**src/hdl/icache_defines.svh**
```systemverilog
`ifndef ICACHE_DEFINES_SVH
`define ICACHE_DEFINES_SVH

// cache geometry
`define ICACHE_SETS		16		// direct mapped, one tile per set
`define ICACHE_IX_BITS	4		// log2 of the set count

// status codes, shared by the memory port and the fetch port
`define MEM_OK_READY	2'b00	// idle, no transaction
`define MEM_OK_OK		2'b01	// data valid this cycle
`define MEM_OK_HOLD		2'b10	// busy, try again

// memory operation codes
`define MEM_OPM_READY	5'b00000	// no request
`define MEM_OPM_RD_TILE	5'b00111	// read one 128-bit tile

`endif

```
**src/hdl/icachePkg.sv**
```systemverilog
package icachePkg;

	typedef logic [31:0]	pcAddr;		// byte address
	typedef logic [27:0]	tileAddr;	// address without low 4 bits
	typedef logic [3:0]		setIndex;	// same width as the set index define

	typedef logic [127:0]	tileData;	// whole tile, even half in the low bits
	typedef logic [63:0]	bankWord;	// one bank's half of a tile
	typedef logic [63:0]	fetchWindow;

	typedef logic [1:0]		memStatus;
	typedef logic [4:0]		memOpcode;
	typedef logic [1:0]		stepLen;	// in 16-bit units
	typedef logic [15:0]	fillCount;

	// miss handling FSM
	typedef enum logic [1:0]
	{
		missIdle,
		missRequest,
		missStore,
		missRelease
	} missState;

endpackage

```
**src/hdl/fetchAlign.sv**
```systemverilog
`timescale 1ns/1ps
`include "icache_defines.svh"

module fetchAlign
	import icachePkg::*;
(
	input	pcAddr		lookPc,
	input	bankWord	bankDataA,
	input	bankWord	bankDataB,
	input	logic		missA,
	input	logic		missB,
	output	fetchWindow	fetchWord,
	output	stepLen		fetchStep,
	output	memStatus	fetchStatus
);

	tileData		line;
	logic [15:0]	firstWord;

	always_comb
	begin
		// straddling window: odd half of this tile, then even half of the next
		if (lookPc[3])
			line = {bankDataA, bankDataB};
		else
			line = {bankDataB, bankDataA};
	end

	always_comb
	begin
		case (lookPc[2:1])
			2'd0:		fetchWord = line[63:0];
			2'd1:		fetchWord = line[79:16];
			2'd2:		fetchWord = line[95:32];
			default:	fetchWord = line[111:48];
		endcase
	end

	assign firstWord = fetchWord[15:0];

	// top three bits set marks a 32-bit op
	always_comb
	begin
		if (firstWord[15:13] == 3'b111)
			fetchStep = 2'd2;
		else
			fetchStep = 2'd1;
	end

	assign fetchStatus = (missA || missB) ? `MEM_OK_HOLD : `MEM_OK_OK;

endmodule

```
**src/hdl/fillCounter.sv**
```systemverilog
`timescale 1ns/1ps

module fillCounter
	import icachePkg::*;
(
	input	logic		clock,
	input	logic		reset,
	input	logic		fillStrobe,
	output	fillCount	fills
);

	logic	atMax;

	assign atMax = (fills == '1);	// sticks at all ones

	always_ff @(posedge clock)
	begin
		if (reset)
		begin
			fills <= '0;
		end
		else if (fillStrobe && !atMax)
		begin
			fills <= fills + 16'd1;
		end
	end

endmodule

```
**src/hdl/icacheBanks.sv**
```systemverilog
`timescale 1ns/1ps
`include "icache_defines.svh"

module icacheBanks
	import icachePkg::*;
(
	input	logic		clock,
	input	logic		reset,
	input	pcAddr		pc,
	input	logic		fillStrobe,
	input	tileAddr	fillTile,
	input	tileData	fillData,
	output	pcAddr		lookPc,
	output	bankWord	bankDataA,
	output	bankWord	bankDataB,
	output	tileAddr	reqTileA,
	output	tileAddr	reqTileB,
	output	logic		missA,
	output	logic		missB
);

	bankWord	evenMem [`ICACHE_SETS];	// low half of each tile
	bankWord	oddMem [`ICACHE_SETS];	// high half of each tile
	tileAddr	evenTag [`ICACHE_SETS];
	tileAddr	oddTag [`ICACHE_SETS];
	logic [`ICACHE_SETS-1:0]	evenValid;
	logic [`ICACHE_SETS-1:0]	oddValid;

	tileAddr	nxtTileA;
	tileAddr	nxtTileB;
	setIndex	nxtSetA;
	setIndex	nxtSetB;
	setIndex	fillSet;

	tileAddr	lookTagA;
	tileAddr	lookTagB;
	logic		lookValidA;
	logic		lookValidB;

	// B is always the tile holding pc, A is the one after it when the window straddles
	always_comb
	begin
		nxtTileB = pc[31:4];
		if (pc[3])
			nxtTileA = nxtTileB + 28'd1;	// upper half comes from next tile
		else
			nxtTileA = nxtTileB;
	end

	assign nxtSetA = nxtTileA[`ICACHE_IX_BITS-1:0];
	assign nxtSetB = nxtTileB[`ICACHE_IX_BITS-1:0];
	assign fillSet = fillTile[`ICACHE_IX_BITS-1:0];

	always_ff @(posedge clock)
	begin
		lookPc		<= pc;
		reqTileA	<= nxtTileA;
		reqTileB	<= nxtTileB;
		bankDataA	<= evenMem[nxtSetA];	// even bank serves request A
		bankDataB	<= oddMem[nxtSetB];		// odd bank serves request B
		lookTagA	<= evenTag[nxtSetA];
		lookTagB	<= oddTag[nxtSetB];
		if (fillStrobe)
		begin
			evenMem[fillSet]	<= fillData[63:0];
			oddMem[fillSet]		<= fillData[127:64];
			evenTag[fillSet]	<= fillTile;
			oddTag[fillSet]		<= fillTile;
		end
	end

	always_ff @(posedge clock)
	begin
		if (reset)
		begin
			evenValid	<= '0;
			oddValid	<= '0;
			lookValidA	<= 1'b0;
			lookValidB	<= 1'b0;
		end
		else
		begin
			lookValidA	<= evenValid[nxtSetA];
			lookValidB	<= oddValid[nxtSetB];
			if (fillStrobe)
			begin
				evenValid[fillSet]	<= 1'b1;
				oddValid[fillSet]	<= 1'b1;
			end
		end
	end

	assign missA = !lookValidA || (lookTagA != reqTileA);
	assign missB = !lookValidB || (lookTagB != reqTileB);

endmodule

```
**src/hdl/instFetchCache.sv**
```systemverilog
`timescale 1ns/1ps

module instFetchCache
	import icachePkg::*;
(
	input	logic		clock,
	input	logic		reset,
	input	pcAddr		pc,
	output	fetchWindow	fetchWord,
	output	stepLen		fetchStep,
	output	memStatus	fetchStatus,
	output	pcAddr		memAddr,
	output	memOpcode	memOpm,
	input	tileData	memData,
	input	memStatus	memOk,
	output	fillCount	fills
);

	pcAddr		lookPc;
	bankWord	bankDataA;
	bankWord	bankDataB;
	tileAddr	reqTileA;
	tileAddr	reqTileB;
	logic		missA;
	logic		missB;
	logic		fillStrobe;
	tileAddr	fillTile;
	tileData	fillData;

	icacheBanks banks
	(
		.clock(clock),
		.reset(reset),
		.pc(pc),
		.fillStrobe(fillStrobe),
		.fillTile(fillTile),
		.fillData(fillData),
		.lookPc(lookPc),
		.bankDataA(bankDataA),
		.bankDataB(bankDataB),
		.reqTileA(reqTileA),
		.reqTileB(reqTileB),
		.missA(missA),
		.missB(missB)
	);

	fetchAlign align
	(
		.lookPc(lookPc),
		.bankDataA(bankDataA),
		.bankDataB(bankDataB),
		.missA(missA),
		.missB(missB),
		.fetchWord(fetchWord),
		.fetchStep(fetchStep),
		.fetchStatus(fetchStatus)
	);

	missController misses
	(
		.clock(clock),
		.reset(reset),
		.missA(missA),
		.missB(missB),
		.reqTileA(reqTileA),
		.reqTileB(reqTileB),
		.memOk(memOk),
		.memData(memData),
		.memAddr(memAddr),
		.memOpm(memOpm),
		.fillStrobe(fillStrobe),
		.fillTile(fillTile),
		.fillData(fillData)
	);

	fillCounter counter
	(
		.clock(clock),
		.reset(reset),
		.fillStrobe(fillStrobe),
		.fills(fills)
	);

endmodule

```
**src/hdl/missController.sv**
```systemverilog
`timescale 1ns/1ps
`include "icache_defines.svh"

module missController
	import icachePkg::*;
(
	input	logic		clock,
	input	logic		reset,
	input	logic		missA,
	input	logic		missB,
	input	tileAddr	reqTileA,
	input	tileAddr	reqTileB,
	input	memStatus	memOk,
	input	tileData	memData,
	output	pcAddr		memAddr,
	output	memOpcode	memOpm,
	output	logic		fillStrobe,
	output	tileAddr	fillTile,
	output	tileData	fillData
);

	missState	state;
	tileAddr	target;		// latched, pc may move during the fill
	tileData	captured;

	always_ff @(posedge clock)
	begin
		if (reset)
		begin
			state <= missIdle;
		end
		else
		begin
			case (state)
				missIdle:
				begin
					if ((missA || missB) && (memOk == `MEM_OK_READY))
						state <= missRequest;
				end
				missRequest:
				begin
					if (memOk == `MEM_OK_OK)
						state <= missStore;
				end
				missStore:
				begin
					state <= missRelease;	// one-cycle write pulse
				end
				missRelease:
				begin
					if (memOk == `MEM_OK_READY)
						state <= missIdle;
				end
				default:
				begin
					state <= missIdle;
				end
			endcase
		end
	end

	// fill target and captured tile
	always_ff @(posedge clock)
	begin
		if (state == missIdle)
		begin
			if (missB)
				target <= reqTileB;	// lower tile goes first
			else
				target <= reqTileA;
		end
		if ((state == missRequest) && (memOk == `MEM_OK_OK))
			captured <= memData;
	end

	// drop the request as soon as the data is taken
	always_comb
	begin
		if (state == missRequest)
			memOpm = `MEM_OPM_RD_TILE;
		else
			memOpm = `MEM_OPM_READY;
	end

	assign memAddr		= {target, 4'b0000};
	assign fillStrobe	= (state == missStore);
	assign fillTile		= target;
	assign fillData		= captured;

endmodule

```
**config.mk**
```make
export PLATFORM = sky130hd
export DESIGN_NAME = instFetchCache
export DESIGN_NICKNAME = d
export VERILOG_FILES = /design/src/hdl/icachePkg.sv /design/src/hdl/fetchAlign.sv /design/src/hdl/fillCounter.sv /design/src/hdl/icacheBanks.sv /design/src/hdl/instFetchCache.sv /design/src/hdl/missController.sv
export VERILOG_INCLUDE_DIRS = /design/src /design/src/hdl
export SDC_FILE = /design/constraint.sdc
export NUM_CORES = 2
export LEC_CHECK = 0
export BUFFER_PORTS_ARGS = -buffer_cell sky130_fd_sc_hd__buf_2
export CAP_MARGIN = 0
export CELL_PAD_IN_SITES_DETAIL_PLACEMENT = 1
export CELL_PAD_IN_SITES_GLOBAL_PLACEMENT = 2
export CORE_MARGIN = 2
export CORE_UTILIZATION = 44
export DETAILED_ROUTE_END_ITERATION = 8
export GPL_TIMING_DRIVEN = 0
export PLACE_DENSITY = 0.74
export REMOVE_ABC_BUFFERS = 1
export SLEW_MARGIN = 20
export SYNTH_ARGS = -nofsm -noshare
export SYNTH_HDL_FRONTEND = slang
export SYNTH_HIERARCHICAL = 1
export SYNTH_SLANG_ARGS = --single-unit
export TNS_END_PERCENT = 50
```
**constraint.sdc**
```tcl
create_clock -name clock -period 12.9 [get_ports clock]
set_clock_uncertainty 0.05 [all_clocks]
set_input_delay 0.645 -clock clock [delete_from_list [all_inputs] [get_ports clock]]
set_output_delay 0.645 -clock clock [all_outputs]
set_load 0.005 [all_outputs]
```
# ---- Word-level counts from Yosys, hierarchy flattened
# Memories as Yosys holds them, arrays and structs flattened. A register that Yosys moved wholly into a read port is not among the register bits.
# Cells that the tools add are included.
dict set report totals {
  register_bits 268
  mem_bits_rw 2944
  out_inout_bits 121
  elab_cells 69
  memories 4
}
# name words word_bits rd rd_clocked_by_memory_dff wr line
set mem_list {}
lappend mem_list {banks.evenMem 16 64 1 1 1 icacheBanks.sv:22} ;# bankWord evenMem [`ICACHE_SETS];
lappend mem_list {banks.oddMem 16 64 1 1 1 icacheBanks.sv:23} ;# bankWord oddMem [`ICACHE_SETS];
lappend mem_list {banks.evenTag 16 28 1 1 1 icacheBanks.sv:24} ;# tileAddr evenTag [`ICACHE_SETS];
lappend mem_list {banks.oddTag 16 28 1 1 1 icacheBanks.sv:25} ;# tileAddr oddTag [`ICACHE_SETS];
dict set report op_classes {
  n_addsub 2
  magnitude_cmp 4
  eq_ne 13
  n_mux 19
  bitwise_logic 2
  reduce_logical 14
}
# op count
set ops {}
lappend ops {{case mux 64 bit (3 select lines)} 1}
lappend ops {{2-to-1 mux 112 bit} 1}
lappend ops {{2-to-1 mux 28 bit} 2}
lappend ops {{!= test 28 bit} 2}
lappend ops {{OR 16 bit} 2}
lappend ops {{adder 28 x 1 -> 28 bit (second input constant)} 1}
lappend ops {{adder 16 x 1 -> 16 bit (second input constant)} 1}
lappend ops {{equality test 16 bit (second input constant)} 1}
lappend ops {{< comparator 4 x 5 -> 1 bit (second input constant)} 3}
lappend ops {{2-to-1 mux 2 bit} 5}
lappend ops {{binary-select mux 1 bit (select 4 bit)} 2}
lappend ops {{case mux 2 bit (4 select lines)} 1}
lappend ops {{equality test 2 x 1 -> 1 bit (second input constant)} 3}
lappend ops {{equality test 2 bit (second input constant)} 3}
lappend ops {{logical NOT 2 bit} 3}
lappend ops {{2-to-1 mux 1 bit} 5}
lappend ops {{demux 1 bit (select 4 bit)} 1}
lappend ops {{>= comparator 4 x 1 -> 1 bit (second input constant)} 1}
lappend ops {{logical AND 1 bit} 4}
lappend ops {{!= test 2 x 1 -> 1 bit (second input constant)} 2}
lappend ops {{equality test 3 bit (second input constant)} 1}
lappend ops {{logical NOT 1 bit} 3}
lappend ops {{logical OR 1 bit} 3}
lappend ops {{2-to-1 mux 3 bit} 1}
lappend ops {{other kinds (2)} 2}

# ---- Logic depth before layout (Yosys ltp)
dict set report logic_depth {
  depth_word 6
  ltp_mapped 10
}

# ---- Modules after synthesis
# Netlist, hierarchy kept.
# module instances cells_each area_each_um2 seq_area_each_um2
set by_module_without_submodules {}
lappend by_module_without_submodules {icacheBanks 1 5875 111569.5 80517.2}
lappend by_module_without_submodules {missController 1 245 5507.8 4724.5}
lappend by_module_without_submodules {fetchAlign 1 298 2855.2 0.0}
lappend by_module_without_submodules {fillCounter 1 96 833.3 320.3}

# ---- Least setup slack after synthesis
# No wires, ideal clock.
dict set report synth_timing {
  path_type {register -> register}
  start {register misses.state[0]}
  end {memory banks/evenMem[0][0] (netlist bit), enable pin}
  setup_ns 0.867
  t_arrival_ns 11.889
  setup_slack_ns 0.094
  path_stages_with_launch 5
  period_less_slack_ns 12.806
  cell_sequence {dfxtp_1 > inv_1 > ha_1 > or3b_2 > nor3_1}
}
dict set report synth_via {
  elab_chain_cells 3
}
# element line
set synth_lines {}
lappend synth_lines {{start: declaration} missController.sv:22} ;# missState state;
lappend synth_lines {{start signal: assignment} missController.sv:30} ;# state <= missIdle;
lappend synth_lines {{start signal: assignment} missController.sv:38} ;# state <= missRequest;
lappend synth_lines {{start signal: assignment} missController.sv:43} ;# state <= missStore;
lappend synth_lines {{equality test 2 bit} missController.sv:86} ;# assign fillStrobe = (state == missStore);
lappend synth_lines {{via fillStrobe} instFetchCache.sv:26} ;# logic fillStrobe;
lappend synth_lines {{2-to-1 mux 1 bit} icacheBanks.sv:63} ;# if (fillStrobe)
lappend synth_lines {{2-to-1 mux 1 bit (not written as such)} icacheBanks.sv:65} ;# evenMem[fillSet] <= fillData[63:0];
lappend synth_lines {{end: declaration} icacheBanks.sv:22}
# The timed path passes the listed nets, and every way through them passes these cells.

# ---- Worst setup path in the final report
dict set report layout_timing {
  start {input port pc[4]}
  end {register banks.lookTagA[7] (read register of banks.evenTag)}
}
dict set report layout_via {
  elab_chain_cells 2
}
# element line
set layout_lines {}
lappend layout_lines {{start: declaration} instFetchCache.sv:8} ;# input pcAddr pc,
lappend layout_lines {{adder 28 x 1 -> 28 bit} icacheBanks.sv:45} ;# nxtTileA = nxtTileB + 28'd1;
lappend layout_lines {{2-to-1 mux 28 bit *} icacheBanks.sv:44} ;# if (pc[3])
lappend layout_lines {{end: declaration} icacheBanks.sv:35} ;# tileAddr lookTagA;
# Mark *: on every way between the ends. The rest lies on a longest branch, timed or not.
# A chain may end at the register's enable or synchronous reset.

==> out/results.md <==
* **ANT nets after route** 0
* **TritonCTS clock tree** built
* **source of the worst hold timing path** memData[56]
* **Worst-Margin Slew** 1.19 ns
* **Core Area** 273000 µm²
* **final count of negative-setup-slack endpoints** 0
* **post-synthesis to final-layout area growth** 19.7%
* **total leakage power** 49.4 nW
* **PostCTS Resize Cnt** 0
* **cell row count** 192
* **Psw** 0.00551 W
* **horizontal die dimension** 528 µm
* **Internal Dissipation** 0.0174 W
* **Starting DRT DRC Count** 6640
* **launch point of the worst reg-to-reg path** misses/fillTile[2]
* **drt wl/cell** 32.7 µm
* **post-synthesis area per instance** 18.5 µm²
* **First-pass DRT Iterations** 6
* **status** finished clean
* **final number of hold-violating endpoints** 0
* **total power of the final layout** 0.0229 W
* **Routed WL** 361 mm
* **critical path data required time** 13.56 ns
* **Final Critical Period** 5.65 ns
* **Most Frequent Cell on Critical Path** buf_16
* **warnings from Yosys** 6
* **final worst-path cycle share** 0.438
* **sinks on the clock net** 2947
* **tightest slew margin relative to the limit** 0.204
* **critical path fanouts, max** 55
* **fin nets** 7371
* **Max Clock Freq** 0.177 GHz
* **clock root buffer master** clkbuf_16
* **DIE AREA** 279000 µm²
* **setup slack, reg-to-reg** 8.53 ns
* **setup repair after global routing missed its margin** no
* **number of global-route vias before repair** 72318
* **endpoint of the worst hold path** misses/fillData[56]
* **kind of capture point of the worst setup path** flop
* **Setup crit start kind** primary input
* **final std cell area, no fill** 144000 µm²
* **total global routing overflow** 0
* **final sum of negative setup slack** 0 ns
* **placed cell areas** 132000 µm²
* **wire length of the first global-routing pass** 522 mm
* **number of buffers added on ports** 277
* **max-slew violation count** 0
* **reg2reg path depth** 10
* **highest cell delay on the worst timing path** 0.55 ns
* **data arrival at the endpoint of the critical path** 6.31 ns
* **H-Tree Depth** 5
* **sw frac** 0.240
* **I/O pin total** 285
* **clock transition at the register clock pins on the worst setup and hold paths after CTS** 0.06 ns
* **Vias per Instance** 6.13
* **aggregate global-route resource usage** 0.257
* **maximum buffer depth of the clock tree** 4
* **max-capacitance violation count** 0
* **post-synthesis cell count** 6513
* **Max stage delay cell, worst path** mux4_2
* **total power density per cell area** 159 nW/µm²
* **Starting Density** 0.442
* **Die Y** 528 µm
* **share of the core filled with cells in the final layout** 0.529
* **worst min path class** in -> reg
* **critical path cell sequence** buf_8 -> buf_16 -> buf_16 -> buf_16 -> buf_16 -> buf_16 -> nor2b_4 -> buf_16 -> buf_12 -> buf_16 -> buf_16 -> or2_4 -> buf_16 -> buf_16 -> mux4_2 -> a222oi_1 -> nand2_1
* **largest voltage drop on the vdd net** 0.122 mV
* **HPWL after detailed placement** 237 mm
* **number of clock buffers inserted by TritonCTS** 321
* **maximum number of pins on one net before global-route repair** 99
* **number of antenna violations at the first check in global routing** 16
* **portion of total power attributed to combinational logic** 0.092
* **clock network fraction of design power** 0.409
* **Sequential Power Share** 0.498
* **worst flop-to-flop path endpoint** banks/oddMem[6][11]
* **number of DRC violations after detailed routing** 0
* **hold depth** 1
* **Via Count** 67739
* **clock latency on the worst-skew pair** 0.88 ns
* **number of setup buffers added after CTS** 0
* **proportion of layout cells with a drive suffix above 1** 0.259
* **category of the critical setup timing path** in -> reg
* **GP Congestion** 0.739
* **synthesized cell area** 121000 µm²
## registers in the layout, indices dropped and copies added, names as in the netlist, 2 cells and up
signal and flops:
banks/evenMem 1024, banks/oddMem 1024, banks/evenTag 448, misses/fillData 128
banks/bankDataA 64, banks/bankDataB 64, banks/lookTagA 28, banks/lookTagB 28
banks/reqTileA 28, misses/fillTile 28, banks/reqTileB 27, banks/evenValid 16
banks/oddValid 16, counter/fills 16, banks/lookPc 4, misses/state 2
## layout by cell type (no fill, tap or decap), drive strengths merged, types with 24 or more instances in the layout
master and n:
a211oi 95, a21oi 42, a221oi 91, a222oi 92, a22o 92, a22oi 183, a31oi 70, and2 95
buf 718, bufinv 33, clkbuf 421, clkinv 109, dfxtp 295, dlygate4sd3 143, edfxtp 2652, inv 25
mux2 46, mux2i 778, mux4 638, nand2 371, nand3 112, nand4 24, nor2 120, xnor2 45
xor2 40
## how the worst max path moves through the flow
| stage | from | slack (ns) | end |
|---|---|---|---|
| after floorplan | pc[4] | -10.42 | banks/bankDataA[62] |
| after global placement | pc[5] | -77.79 | banks/bankDataA[38] |
| after detailed placement | pc[4] | 6.33 | banks/bankDataA[35] |
| after CTS | pc[4] | 7.23 | banks/lookTagA[7] |
| after global routing | pc[4] | 6.93 | banks/bankDataA[33] |
| final | pc[4] | 7.25 | banks/lookTagA[7] |
## area by class of cell
cell class	count	area, µm²
Antenna cell	4	10.0
Clock buffer	421	8920
Clock inverter	164	1760
Multi-Input combinational cell	3057	32900
Timing Repair Buffer	861	10700
Fill cell	24390	129000
Sequential cell	2947	85600
Tap cell	3589	4490
Inverter	12	65.1
## layer usage
layer	wire length, µm	global-route usage
met5	35	0
met4	10200	0.0735
met3	20800	0.0339
met2	181000	0.436
met1	149000	0.347
## critical path: cells and delay by family
| kind | cells | cell delay [ns] |
|---|---|---|
| AND/OR/NAND/NOR | 3 | 0.95 |
| multiplexers | 1 | 0.55 |
| buffers and inverters | 12 | 3.25 |
| AO/OA/AOI/OAI | 1 | 0.47 |
## power groups by stage
stage / registers [W] / clock network [W] / logic (W)
final: 0.0114 / 0.00939 / 0.00211
after global routing: 0.0115 / 0.00985 / 0.00222
after CTS: 0.0114 / 0.00950 / 0.00214
after detailed placement: 0.0116 / 0 / 0.00208
after global placement: 0.0118 / 0 / 0.00251
after floorplan: 0.0115 / 0 / 0.00122
## through the flow
step / std cells / hold WS, ns / worst slack, ns
finish: 11055 / 0.0187 / 7.25
CTS: 11051 / 0.00163 / 7.23
global route: 11053 / 0.0171 / 6.93
floorplan: 6016 / 0.384 / -10.42
detailed placement: 10323 / 0.408 / 6.33
global placement: 9882 / 0.393 / -77.79
## timing repair
item,in CTS,in global routing
hold endpoints to repair,159,0
setup endpoints to repair,0,0
hold buffers,143,0
(Power assumes the default switching activity.)
